<file path="src/out_ctrl_config.svh">
`ifndef OUT_CTRL_CONFIG_SVH
`define OUT_CTRL_CONFIG_SVH

////////////////////
// pixel and tile shape
////////////////////

`define OC_PIX_W        24
`define OC_TILE_DIM     4

////////////////////
// AXI write burst shape
////////////////////

`define OC_WORD_W       32
// one burst carries one tile row of 4 pixels
`define OC_BURST_BEATS  3

////////////////////
// frame geometry and control
////////////////////

`define OC_TILE_COLS    4
`define OC_TILE_ROWS    2
`define OC_PASS_BEATS   16
`define OC_IRQ_CYCLES   4

// byte step from one tile column to the next, 4 pixels of 3 bytes
`define OC_ROW_STEP_BYTES (`OC_TILE_DIM * `OC_PIX_W / 8)
`define OC_LINE_BYTES     (`OC_TILE_COLS * `OC_ROW_STEP_BYTES)

`endif

</file>
<file path="src/out_ctrl_pkg.sv">
`include "out_ctrl_config.svh"

package out_ctrl_pkg;

    // one pixel as produced by the compute array
    typedef logic [`OC_PIX_W-1:0] pixel_t;

    // pixel n sits at row n/4, column n%4, pixel 0 in the low bits
    typedef pixel_t [`OC_TILE_DIM*`OC_TILE_DIM-1:0] tile_t;

    // four pixels of one tile row, 96 bits
    typedef pixel_t [`OC_TILE_DIM-1:0] tile_row_t;

    typedef logic [`OC_WORD_W-1:0] axi_word_t;
    typedef logic [31:0]           axi_addr_t;

    // tile column and tile row counters
    typedef logic [7:0] tile_cnt_t;

    // frame sequencer states, idle/pass/store also name the capture phases
    typedef enum logic [2:0] {
        S_IDLE  = 3'd0,
        S_PASS  = 3'd1,
        S_STORE = 3'd2,
        S_WRITE = 3'd3,
        S_NEXT  = 3'd4
    } seq_state_t;

endpackage

</file>
<file path="src/axi_burst_writer.sv">
`timescale 1ns/1ps
`include "out_ctrl_config.svh"

module axi_burst_writer
    import out_ctrl_pkg::*;
(
    input  logic                     aclk,
    input  logic                     aresetn,
    input  logic                     burst_req,
    input  axi_addr_t                burst_addr,
    input  tile_row_t                burst_row,
    output logic                     burst_done,
    output axi_addr_t                m_axi_awaddr,
    output logic                     m_axi_awvalid,
    input  logic                     m_axi_awready,
    output logic [7:0]               m_axi_awlen,
    output axi_word_t                m_axi_wdata,
    output logic [`OC_WORD_W/8-1:0]  m_axi_wstrb,
    output logic                     m_axi_wlast,
    output logic                     m_axi_wvalid,
    input  logic                     m_axi_wready
);

    localparam int                BEAT_W    = $clog2(`OC_BURST_BEATS);
    localparam logic [BEAT_W-1:0] LAST_BEAT = BEAT_W'(`OC_BURST_BEATS - 1);

    axi_word_t [`OC_BURST_BEATS-1:0] row_words;
    logic [BEAT_W-1:0]               beat;
    logic                            aw_hs;
    logic                            w_hs;

    assign aw_hs = m_axi_awvalid && m_axi_awready;
    assign w_hs  = m_axi_wvalid && m_axi_wready;

    // fixed burst fields
    assign m_axi_awlen = 8'(`OC_BURST_BEATS - 1);
    assign m_axi_wstrb = '1;

    // word k is bits 32k+31:32k of the row
    assign m_axi_wdata = row_words[beat];
    assign m_axi_wlast = m_axi_wvalid && (beat == LAST_BEAT);
    assign burst_done  = w_hs && m_axi_wlast;

    always_ff @(posedge aclk) begin
        if (burst_req) begin
            m_axi_awaddr <= burst_addr;
            row_words    <= burst_row;
        end
    end

    ////////////////////
    // AW then W
    ////////////////////

    always_ff @(posedge aclk or negedge aresetn) begin
        if (!aresetn) begin
            m_axi_awvalid <= 1'b0;
            m_axi_wvalid  <= 1'b0;
            beat          <= '0;
        end else begin
            if (burst_req) begin
                m_axi_awvalid <= 1'b1;
            end else if (aw_hs) begin
                m_axi_awvalid <= 1'b0;
            end
            if (aw_hs) begin
                m_axi_wvalid <= 1'b1;
                beat         <= '0;
            end else if (w_hs) begin
                if (beat == LAST_BEAT) begin
                    m_axi_wvalid <= 1'b0;
                end else begin
                    beat <= beat + 1'b1;
                end
            end
        end
    end

    a_req_when_idle: assert property (
        @(posedge aclk) disable iff (!aresetn)
        burst_req |-> !m_axi_awvalid && !m_axi_wvalid
    );

    a_aw_hold: assert property (
        @(posedge aclk) disable iff (!aresetn)
        m_axi_awvalid && !m_axi_awready |=> m_axi_awvalid && $stable(m_axi_awaddr)
    );

    a_w_hold: assert property (
        @(posedge aclk) disable iff (!aresetn)
        m_axi_wvalid && !m_axi_wready |=> m_axi_wvalid && $stable(m_axi_wdata)
    );

endmodule

</file>
<file path="src/out_ctrl_top.sv">
`timescale 1ns/1ps
`include "out_ctrl_config.svh"

module out_ctrl_top
    import out_ctrl_pkg::*;
(
    input  logic                     aclk,
    input  logic                     aresetn,
    input  logic                     start,
    input  axi_addr_t                dst_addr,
    input  tile_t                    result,
    input  logic                     result_valid,
    output logic                     busy,
    output logic                     finish_irq,
    output axi_addr_t                m_axi_awaddr,
    output logic                     m_axi_awvalid,
    input  logic                     m_axi_awready,
    output logic [7:0]               m_axi_awlen,
    output axi_word_t                m_axi_wdata,
    output logic [`OC_WORD_W/8-1:0]  m_axi_wstrb,
    output logic                     m_axi_wlast,
    output logic                     m_axi_wvalid,
    input  logic                     m_axi_wready
);

    // capture to sequencer
    logic      frame_start;
    axi_addr_t frame_addr;
    logic      tile_valid;
    tile_t     tile;
    logic      tile_release;
    logic      frame_done;

    // sequencer to writer
    logic      burst_req;
    axi_addr_t burst_addr;
    tile_row_t burst_row;
    logic      burst_done;

    tile_capture u_capture (
        .aclk         (aclk),
        .aresetn      (aresetn),
        .start        (start),
        .dst_addr     (dst_addr),
        .result       (result),
        .result_valid (result_valid),
        .tile_release (tile_release),
        .frame_done   (frame_done),
        .busy         (busy),
        .frame_start  (frame_start),
        .frame_addr   (frame_addr),
        .tile_valid   (tile_valid),
        .tile         (tile)
    );

    tile_write_seq u_seq (
        .aclk         (aclk),
        .aresetn      (aresetn),
        .frame_start  (frame_start),
        .frame_addr   (frame_addr),
        .tile_valid   (tile_valid),
        .tile         (tile),
        .burst_done   (burst_done),
        .tile_release (tile_release),
        .frame_done   (frame_done),
        .burst_req    (burst_req),
        .burst_addr   (burst_addr),
        .burst_row    (burst_row),
        .finish_irq   (finish_irq)
    );

    axi_burst_writer u_writer (
        .aclk          (aclk),
        .aresetn       (aresetn),
        .burst_req     (burst_req),
        .burst_addr    (burst_addr),
        .burst_row     (burst_row),
        .burst_done    (burst_done),
        .m_axi_awaddr  (m_axi_awaddr),
        .m_axi_awvalid (m_axi_awvalid),
        .m_axi_awready (m_axi_awready),
        .m_axi_awlen   (m_axi_awlen),
        .m_axi_wdata   (m_axi_wdata),
        .m_axi_wstrb   (m_axi_wstrb),
        .m_axi_wlast   (m_axi_wlast),
        .m_axi_wvalid  (m_axi_wvalid),
        .m_axi_wready  (m_axi_wready)
    );

endmodule

</file>
<file path="src/tile_capture.sv">
`timescale 1ns/1ps
`include "out_ctrl_config.svh"

module tile_capture
    import out_ctrl_pkg::*;
(
    input  logic      aclk,
    input  logic      aresetn,
    input  logic      start,
    input  axi_addr_t dst_addr,
    input  tile_t     result,
    input  logic      result_valid,
    input  logic      tile_release,
    input  logic      frame_done,
    output logic      busy,
    output logic      frame_start,
    output axi_addr_t frame_addr,
    output logic      tile_valid,
    output tile_t     tile
);

    localparam int PASS_W = $clog2(`OC_PASS_BEATS + 1);

    seq_state_t        phase;
    logic [1:0]        start_q;
    logic [PASS_W-1:0] pass_cnt;
    logic              take;

    ////////////////////
    // start edge
    ////////////////////

    always_ff @(posedge aclk or negedge aresetn) begin
        if (!aresetn) begin
            start_q <= 2'b00;
        end else begin
            start_q <= {start_q[0], start};
        end
    end

    // only a start edge seen while idle opens a frame
    assign frame_start = (start_q == 2'b01) && (phase == S_IDLE);

    // address latched on the same edge that samples start high
    always_ff @(posedge aclk) begin
        if (phase == S_IDLE && start && !start_q[0]) begin
            frame_addr <= dst_addr;
        end
    end

    ////////////////////
    // phase and warm-up
    ////////////////////

    // accept beats during warm-up, or while the buffer is free
    assign busy = !((phase == S_PASS) || (phase == S_STORE && !tile_valid));
    assign take = result_valid && !busy;

    always_ff @(posedge aclk or negedge aresetn) begin
        if (!aresetn) begin
            phase    <= S_IDLE;
            pass_cnt <= '0;
        end else begin
            case (phase)
                S_IDLE: begin
                    if (frame_start) begin
                        phase    <= S_PASS;
                        pass_cnt <= '0;
                    end
                end
                S_PASS: begin
                    if (take) begin
                        pass_cnt <= pass_cnt + 1'b1;
                        if (pass_cnt == PASS_W'(`OC_PASS_BEATS - 1)) begin
                            phase <= S_STORE;
                        end
                    end
                end
                S_STORE: begin
                    if (frame_done) begin
                        phase <= S_IDLE;
                    end
                end
                default: phase <= S_IDLE;
            endcase
        end
    end

    // one-tile buffer
    always_ff @(posedge aclk or negedge aresetn) begin
        if (!aresetn) begin
            tile_valid <= 1'b0;
        end else if (phase == S_STORE && take) begin
            tile_valid <= 1'b1;
        end else if (tile_release) begin
            tile_valid <= 1'b0;
        end
    end

    always_ff @(posedge aclk) begin
        if (phase == S_STORE && take) begin
            tile <= result;
        end
    end

    // no ready on the result side, the source must watch busy
    a_no_beat_when_busy: assert property (
        @(posedge aclk) disable iff (!aresetn)
        result_valid |-> !busy
    );

endmodule

</file>
<file path="src/tile_write_seq.sv">
`timescale 1ns/1ps
`include "out_ctrl_config.svh"

module tile_write_seq
    import out_ctrl_pkg::*;
(
    input  logic      aclk,
    input  logic      aresetn,
    input  logic      frame_start,
    input  axi_addr_t frame_addr,
    input  logic      tile_valid,
    input  tile_t     tile,
    input  logic      burst_done,
    output logic      tile_release,
    output logic      frame_done,
    output logic      burst_req,
    output axi_addr_t burst_addr,
    output tile_row_t burst_row,
    output logic      finish_irq
);

    localparam int        ROW_W      = $clog2(`OC_TILE_DIM);
    localparam int        IRQ_W      = $clog2(`OC_IRQ_CYCLES + 1);
    localparam tile_cnt_t LAST_COL   = tile_cnt_t'(`OC_TILE_COLS - 1);
    localparam tile_cnt_t LAST_ROW   = tile_cnt_t'(`OC_TILE_ROWS - 1);
    localparam axi_addr_t LINE_BYTES = axi_addr_t'(`OC_LINE_BYTES);
    localparam axi_addr_t STEP_BYTES = axi_addr_t'(`OC_ROW_STEP_BYTES);
    localparam axi_addr_t BAND_BYTES = axi_addr_t'(`OC_TILE_DIM * `OC_LINE_BYTES);

    seq_state_t                   state;
    seq_state_t                   state_nxt;
    tile_cnt_t                    col_cnt;
    tile_cnt_t                    row_cnt;
    logic [ROW_W-1:0]             row_idx;
    logic [IRQ_W-1:0]             irq_cnt;
    axi_addr_t                    band_addr;
    axi_addr_t                    tile_addr;
    tile_row_t [`OC_TILE_DIM-1:0] tile_rows;
    logic                         tile_ready;
    logic                         row_step;
    logic                         last_row;
    logic                         last_tile;

    assign tile_rows  = tile;
    assign tile_ready = (state == S_PASS || state == S_STORE) && tile_valid;
    assign last_row   = (row_idx == ROW_W'(`OC_TILE_DIM - 1));
    assign row_step   = (state == S_WRITE) && burst_done && !last_row;
    assign last_tile  = (col_cnt == LAST_COL) && (row_cnt == LAST_ROW);

    assign tile_release = (state == S_NEXT);
    assign frame_done   = (state == S_NEXT) && last_tile;

    ////////////////////
    // frame FSM
    ////////////////////

    always_comb begin
        state_nxt = state;
        case (state)
            S_IDLE:          if (frame_start) state_nxt = S_PASS;
            S_PASS, S_STORE: if (tile_valid) state_nxt = S_WRITE;
            S_WRITE:         if (burst_done && last_row) state_nxt = S_NEXT;
            S_NEXT:          state_nxt = last_tile ? S_IDLE : S_STORE;
            default:         state_nxt = S_IDLE;
        endcase
    end

    always_ff @(posedge aclk or negedge aresetn) begin
        if (!aresetn) begin
            state     <= S_IDLE;
            burst_req <= 1'b0;
            row_idx   <= '0;
            col_cnt   <= '0;
            row_cnt   <= '0;
        end else begin
            state     <= state_nxt;
            burst_req <= tile_ready || row_step;
            if (tile_ready) begin
                row_idx <= '0;
            end else if (row_step) begin
                row_idx <= row_idx + 1'b1;
            end
            if (state == S_IDLE && frame_start) begin
                col_cnt <= '0;
                row_cnt <= '0;
            end else if (state == S_NEXT) begin
                // tiles go left to right, then down one tile row
                if (col_cnt == LAST_COL) begin
                    col_cnt <= '0;
                    row_cnt <= row_cnt + 1'b1;
                end else begin
                    col_cnt <= col_cnt + 1'b1;
                end
            end
        end
    end

    ////////////////////
    // addresses and row data
    ////////////////////

    always_ff @(posedge aclk) begin
        if (state == S_IDLE && frame_start) begin
            band_addr <= frame_addr;
            tile_addr <= frame_addr;
        end else if (state == S_NEXT) begin
            if (col_cnt == LAST_COL) begin
                band_addr <= band_addr + BAND_BYTES;
                tile_addr <= band_addr + BAND_BYTES;
            end else begin
                tile_addr <= tile_addr + STEP_BYTES;
            end
        end
        if (tile_ready) begin
            burst_addr <= tile_addr;
            burst_row  <= tile_rows[0];
        end else if (row_step) begin
            // next pixel line of the same tile
            burst_addr <= burst_addr + LINE_BYTES;
            burst_row  <= tile_rows[row_idx + 1'b1];
        end
    end

    // finish pulse, starts on the edge that leaves the last tile
    always_ff @(posedge aclk or negedge aresetn) begin
        if (!aresetn) begin
            finish_irq <= 1'b0;
            irq_cnt    <= '0;
        end else if (frame_done) begin
            finish_irq <= 1'b1;
            irq_cnt    <= IRQ_W'(`OC_IRQ_CYCLES - 1);
        end else if (finish_irq) begin
            if (irq_cnt == '0) begin
                finish_irq <= 1'b0;
            end else begin
                irq_cnt <= irq_cnt - 1'b1;
            end
        end
    end

    // the writer holds a single burst at a time
    a_one_burst: assert property (
        @(posedge aclk) disable iff (!aresetn)
        burst_req |=> (!burst_req until burst_done)
    );

endmodule

</file>
<file path="config.mk">
export PLATFORM = sky130hd
export DESIGN_NAME = out_ctrl_top
export DESIGN_NICKNAME = d
export VERILOG_FILES = /design/src/out_ctrl_pkg.sv /design/src/axi_burst_writer.sv /design/src/out_ctrl_top.sv /design/src/tile_capture.sv /design/src/tile_write_seq.sv
export VERILOG_INCLUDE_DIRS = /design/src
export SDC_FILE = /design/constraint.sdc
export NUM_CORES = 1
export LEC_CHECK = 0
export BUFFER_PORTS_ARGS = -buffer_cell sky130_fd_sc_hd__buf_2
export CAP_MARGIN = 15
export CORE_ASPECT_RATIO = 0.5
export CORE_MARGIN = 1.5
export CORE_UTILIZATION = 32
export DETAILED_ROUTE_END_ITERATION = 10
export GPL_TIMING_DRIVEN = 0
export HOLD_SLACK_MARGIN = 0.06
export MAX_ROUTING_LAYER = met4
export RECOVER_POWER = 100
export SETUP_SLACK_MARGIN = 0.4
export SLEW_MARGIN = 10
export SYNTH_ARGS = -nofsm -noshare
export SYNTH_HDL_FRONTEND = slang
export SYNTH_SLANG_ARGS = --single-unit
</file>
<file path="constraint.sdc">
create_clock -name aclk -period 14.1 [get_ports aclk]
set_input_delay 2.115 -clock aclk [delete_from_list [all_inputs] [get_ports aclk]]
set_output_delay 2.115 -clock aclk [all_outputs]
set_load 0.05 [all_outputs]
</file>
==> impl_metrics.env <==
export IMPL_yosys_warnings=0
export IMPL_status="finished with violations"
export IMPL_clkTransAtPathRegs_ps=60
export IMPL_post_cts_resize_count=0
export IMPL_timing_critical_path_fanout_max=61
export IMPL_timing_hold_worst_start="u_capture.start_q[0]"
export IMPL_finClkSkew_ps=32.2
export IMPL_crit_buf_inv=4
export IMPL_total_of_buffers_placed_on_input_and_output_ports=490
export IMPL_numPlacedInstances=3942
export IMPL_critical_path_slowest_cell="sky130_fd_sc_hd__clkbuf_1"
export IMPL_antenna_left=0
export IMPL_finish_net_count=3124
export IMPL_die_y_um=225
export IMPL_timing_hold_violations_final=0
export IMPL_p_leak_nw=12.6
export IMPL_rr_startpoint="u_seq.state[1]"
export IMPL_launch_point_of_the_critical_path="result_valid"
export IMPL_grt_max_degree=64
export IMPL_postSynth_asyncResetShare_pct=5.15
export IMPL_final_fill_count=9256
export IMPL_synth_seq_area_share_pct=73.5
export IMPL_critical_path_top_delay_family="buffers and inverters"
export IMPL_synth_cells=2099
export IMPL_worst_slew_pin_slew_ps=3530
export IMPL_cts_tree="done"
export IMPL_global_route_overflow_total=0
export IMPL_via_count=20104
export IMPL_grt_first_pass_wirelength_mm=126
export IMPL_insertion_delay_ps=660
export IMPL_final_cell_area_um2=38000
export IMPL_pwr_density_cell_nw_per_um2=124
export IMPL_flip_flop_and_latch_count_after_synthesis=776
export IMPL_timing_critical_path_to_type="flip-flop"
export IMPL_violations="max-capacitance violations, max-slew violations"
export IMPL_critical_path_most_common_cell="sky130_fd_sc_hd__clkbuf_1"
export IMPL_grt_antenna_before_repair=12
export IMPL_wire_length_reported_by_the_detailed_router_mm=88.6
export IMPL_number_of_primary_i_o_pins=503
export IMPL_globalRouteTotalUtil_pct=17.6
export IMPL_routed_via_density=4.92
export IMPL_core_util_final_pct=39.0
export IMPL_fmax_mhz=111
export IMPL_h_tree_depth=3
export IMPL_drt_pass1_iterations=6
export IMPL_slew_limit_headroom_pct=-135
export IMPL_number_of_buffers_created_by_cts=73
export IMPL_synthMostInstantiatedCell="sky130_fd_sc_hd__edfxtp_1"
export IMPL_cts_repair_timing_setup_buffer_count=0
export IMPL_start_kind="input port"
export IMPL_unrepaired_setup_endpoints_after_global_routing="no"
export IMPL_cts_hold_buf=0
export IMPL_critical_path_cell_chain="clkbuf_1 > and2_0 > clkbuf_1 > clkbuf_1 > buf_16"
export IMPL_max_stage_delay_ps=2240
export IMPL_ys_types=62
export IMPL_synthToLayoutAreaGrowth_pct=20.9
export IMPL_dp_wirelength_mm=63.9
export IMPL_finalSetupViolations=0
export IMPL_drive_gt1_share_pct=23.3
export IMPL_synth_edf_count=736
export IMPL_crit_type="in -> reg"
export IMPL_coreArea_um2=97500
export IMPL_period_share_pct=63.6
export IMPL_die_x_um=446
export IMPL_instances_no_fill=4085
export IMPL_synth_top_cells_by_count="sky130_fd_sc_hd__edfxtp_1, sky130_fd_sc_hd__a21oi_1, sky130_fd_sc_hd__nand2_1"
export IMPL_irDropWorstVdd_mv=0.0878
export IMPL_largest_cells_by_area_after_synthesis="sky130_fd_sc_hd__edfxtp_1, sky130_fd_sc_hd__mux2_2, sky130_fd_sc_hd__dfrtp_1"
export IMPL_cap_viol_max_count=10
export IMPL_initial_core_util_pct=32.2
export IMPL_detailedRoute_firstIterationViolations=1697
export IMPL_gp_routability_congestion=0.855
export IMPL_vias_in_the_first_global_route=19875
export IMPL_post_drt_wl_per_cell_um=21.7
export IMPL_max_clock_buf_depth=3
export IMPL_floorplan_rows=81
export IMPL_layout_min_cycle_time_ps=8970
export IMPL_placed_area_um2=35900
export IMPL_final_max_slew_violation_count=504
export IMPL_drc_viols=0
export IMPL_post_synth_cell_area_avg_um2=15.0
export IMPL_clkSinkCount=776
export IMPL_post_synth_top_area_fraction_pct=70.3
export IMPL_arrival_ps=9290
export IMPL_cp_required_ps=14410
export IMPL_design_die_area_um2=100000
export IMPL_mappedNetlistArea_um2=31400
export IMPL_ctsRootBufferMaster="sky130_fd_sc_hd__clkbuf_16"
export IMPL_final_hold_worst_slack_ps=402
export IMPL_min_path_type="reg -> reg"
export IMPL_yosys_area_top_type="sky130_fd_sc_hd__edfxtp_1"
export IMPL_ys_flop_type="sky130_fd_sc_hd__edfxtp_1"
==> per-layer routing <==
metal  vias up  global-route usage (%)  routed length [um]
met5         -                       -                   0
met4         0                    6.10                2820
met3       145                    3.28                4420
met2       586                    30.5               46200
met1     10108                    20.6               35200
li1       9265                       -                   -
==> worst register-to-register path: cells and delay by family, from the launching register on <==
| family | cells | cell delay, ps |
|---|---|---|
| xor gates and xnor gates | 1 | 180 |
| and+or+nand+nor | 2 | 2690 |
| DFF | 1 | 320 |
| buffers and inverters | 7 | 5220 |
==> where the power goes <==
part	internal, mW	switching, mW	total, mW
registers	2.53	0.0116	2.54
clock network	1.15	0.907	2.06
logic	0.0543	0.0529	0.107
==> layout by cell type (no fill, tap or decap), drive strengths merged, types with 27 or more instances in the layout <==
cell type,Yosys,routed
edfxtp,736,736
buf,32,430
clkbuf,97,287
o21ai,181,181
a21oi,138,138
nand2,124,124
mux2,99,99
nor3b,98,98
a22oi,96,96
nor2,84,84
xnor2,47,47
dfrtp,40,40
mux2i,38,38
xor2,32,32
inv,25,31
clkinv,0,31
nand3,30,30
nor3,27,27
==> through the flow <==
stage / worst slack, ps / power [mW] / setup TNS (ps)
2_1_floorplan: 2530 / 2.63 / 0
3_3_place_gp: -1090 / 2.70 / -395610
3_5_place_dp: 9420 / 2.70 / 0
4_1_cts: 8890 / 4.76 / 0
5_1_grt: 4510 / 4.85 / 0
6_report: 5130 / 4.71 / 0
==> final timing paths <==
path                                         to  slack, ps  cells after the start
min in group asynchronous    u_capture.phase[0]       2140                      1
max reg2reg                 u_seq.burst_row[62]       5340                     10
min                        u_capture.start_q[1]        400                      0
max in group asynchronous      u_seq.row_cnt[7]      10600                      1
min reg2reg                u_capture.start_q[1]        400                      0
max                          u_capture.tile[51]       5130                      5
==> registers in the layout, indices dropped and copies added, names as in the netlist, 3 cells and up <==
name,count
u_seq.burst_addr,32
u_writer.row_words,96
u_writer.m_axi_awaddr,32
u_capture.frame_addr,32
u_seq.row_cnt,8
u_seq.state,3
u_seq.irq_cnt,3
u_seq.col_cnt,8
u_seq.band_addr,32
u_capture.pass_cnt,5
u_capture.tile,384
u_seq.tile_addr,32
u_seq.burst_row,96
==> layout make-up <==
class / count / area [um^2] / area share (%)
sequential: 776 / 23100 / 60.8
antenna: 10 / 25.0 / 0.0658
multi-input combinational: 1179 / 7700 / 20.3
tap: 1328 / 1660 / 4.37
inverter: 25 / 93.8 / 0.247
clock buffer: 82 / 1880 / 4.95
clock inverter: 50 / 541 / 1.42
timing repair buffer: 506 / 2470 / 6.50
buffer: 129 / 546 / 1.43
==> cells by family after synthesis <==
kind of cell               synth area share (%)
xor gates and xnor gates                   2.20
adders and majority gates                 0.478
other                                    0.0239
buffers and inverters                      2.05
muxes                                      4.76
DFF                                        73.5
AOI/OAI and AO/OA                          8.79
and+or+nand+nor                            8.23
No activity file was read; power rests on OpenSTA's default activity.
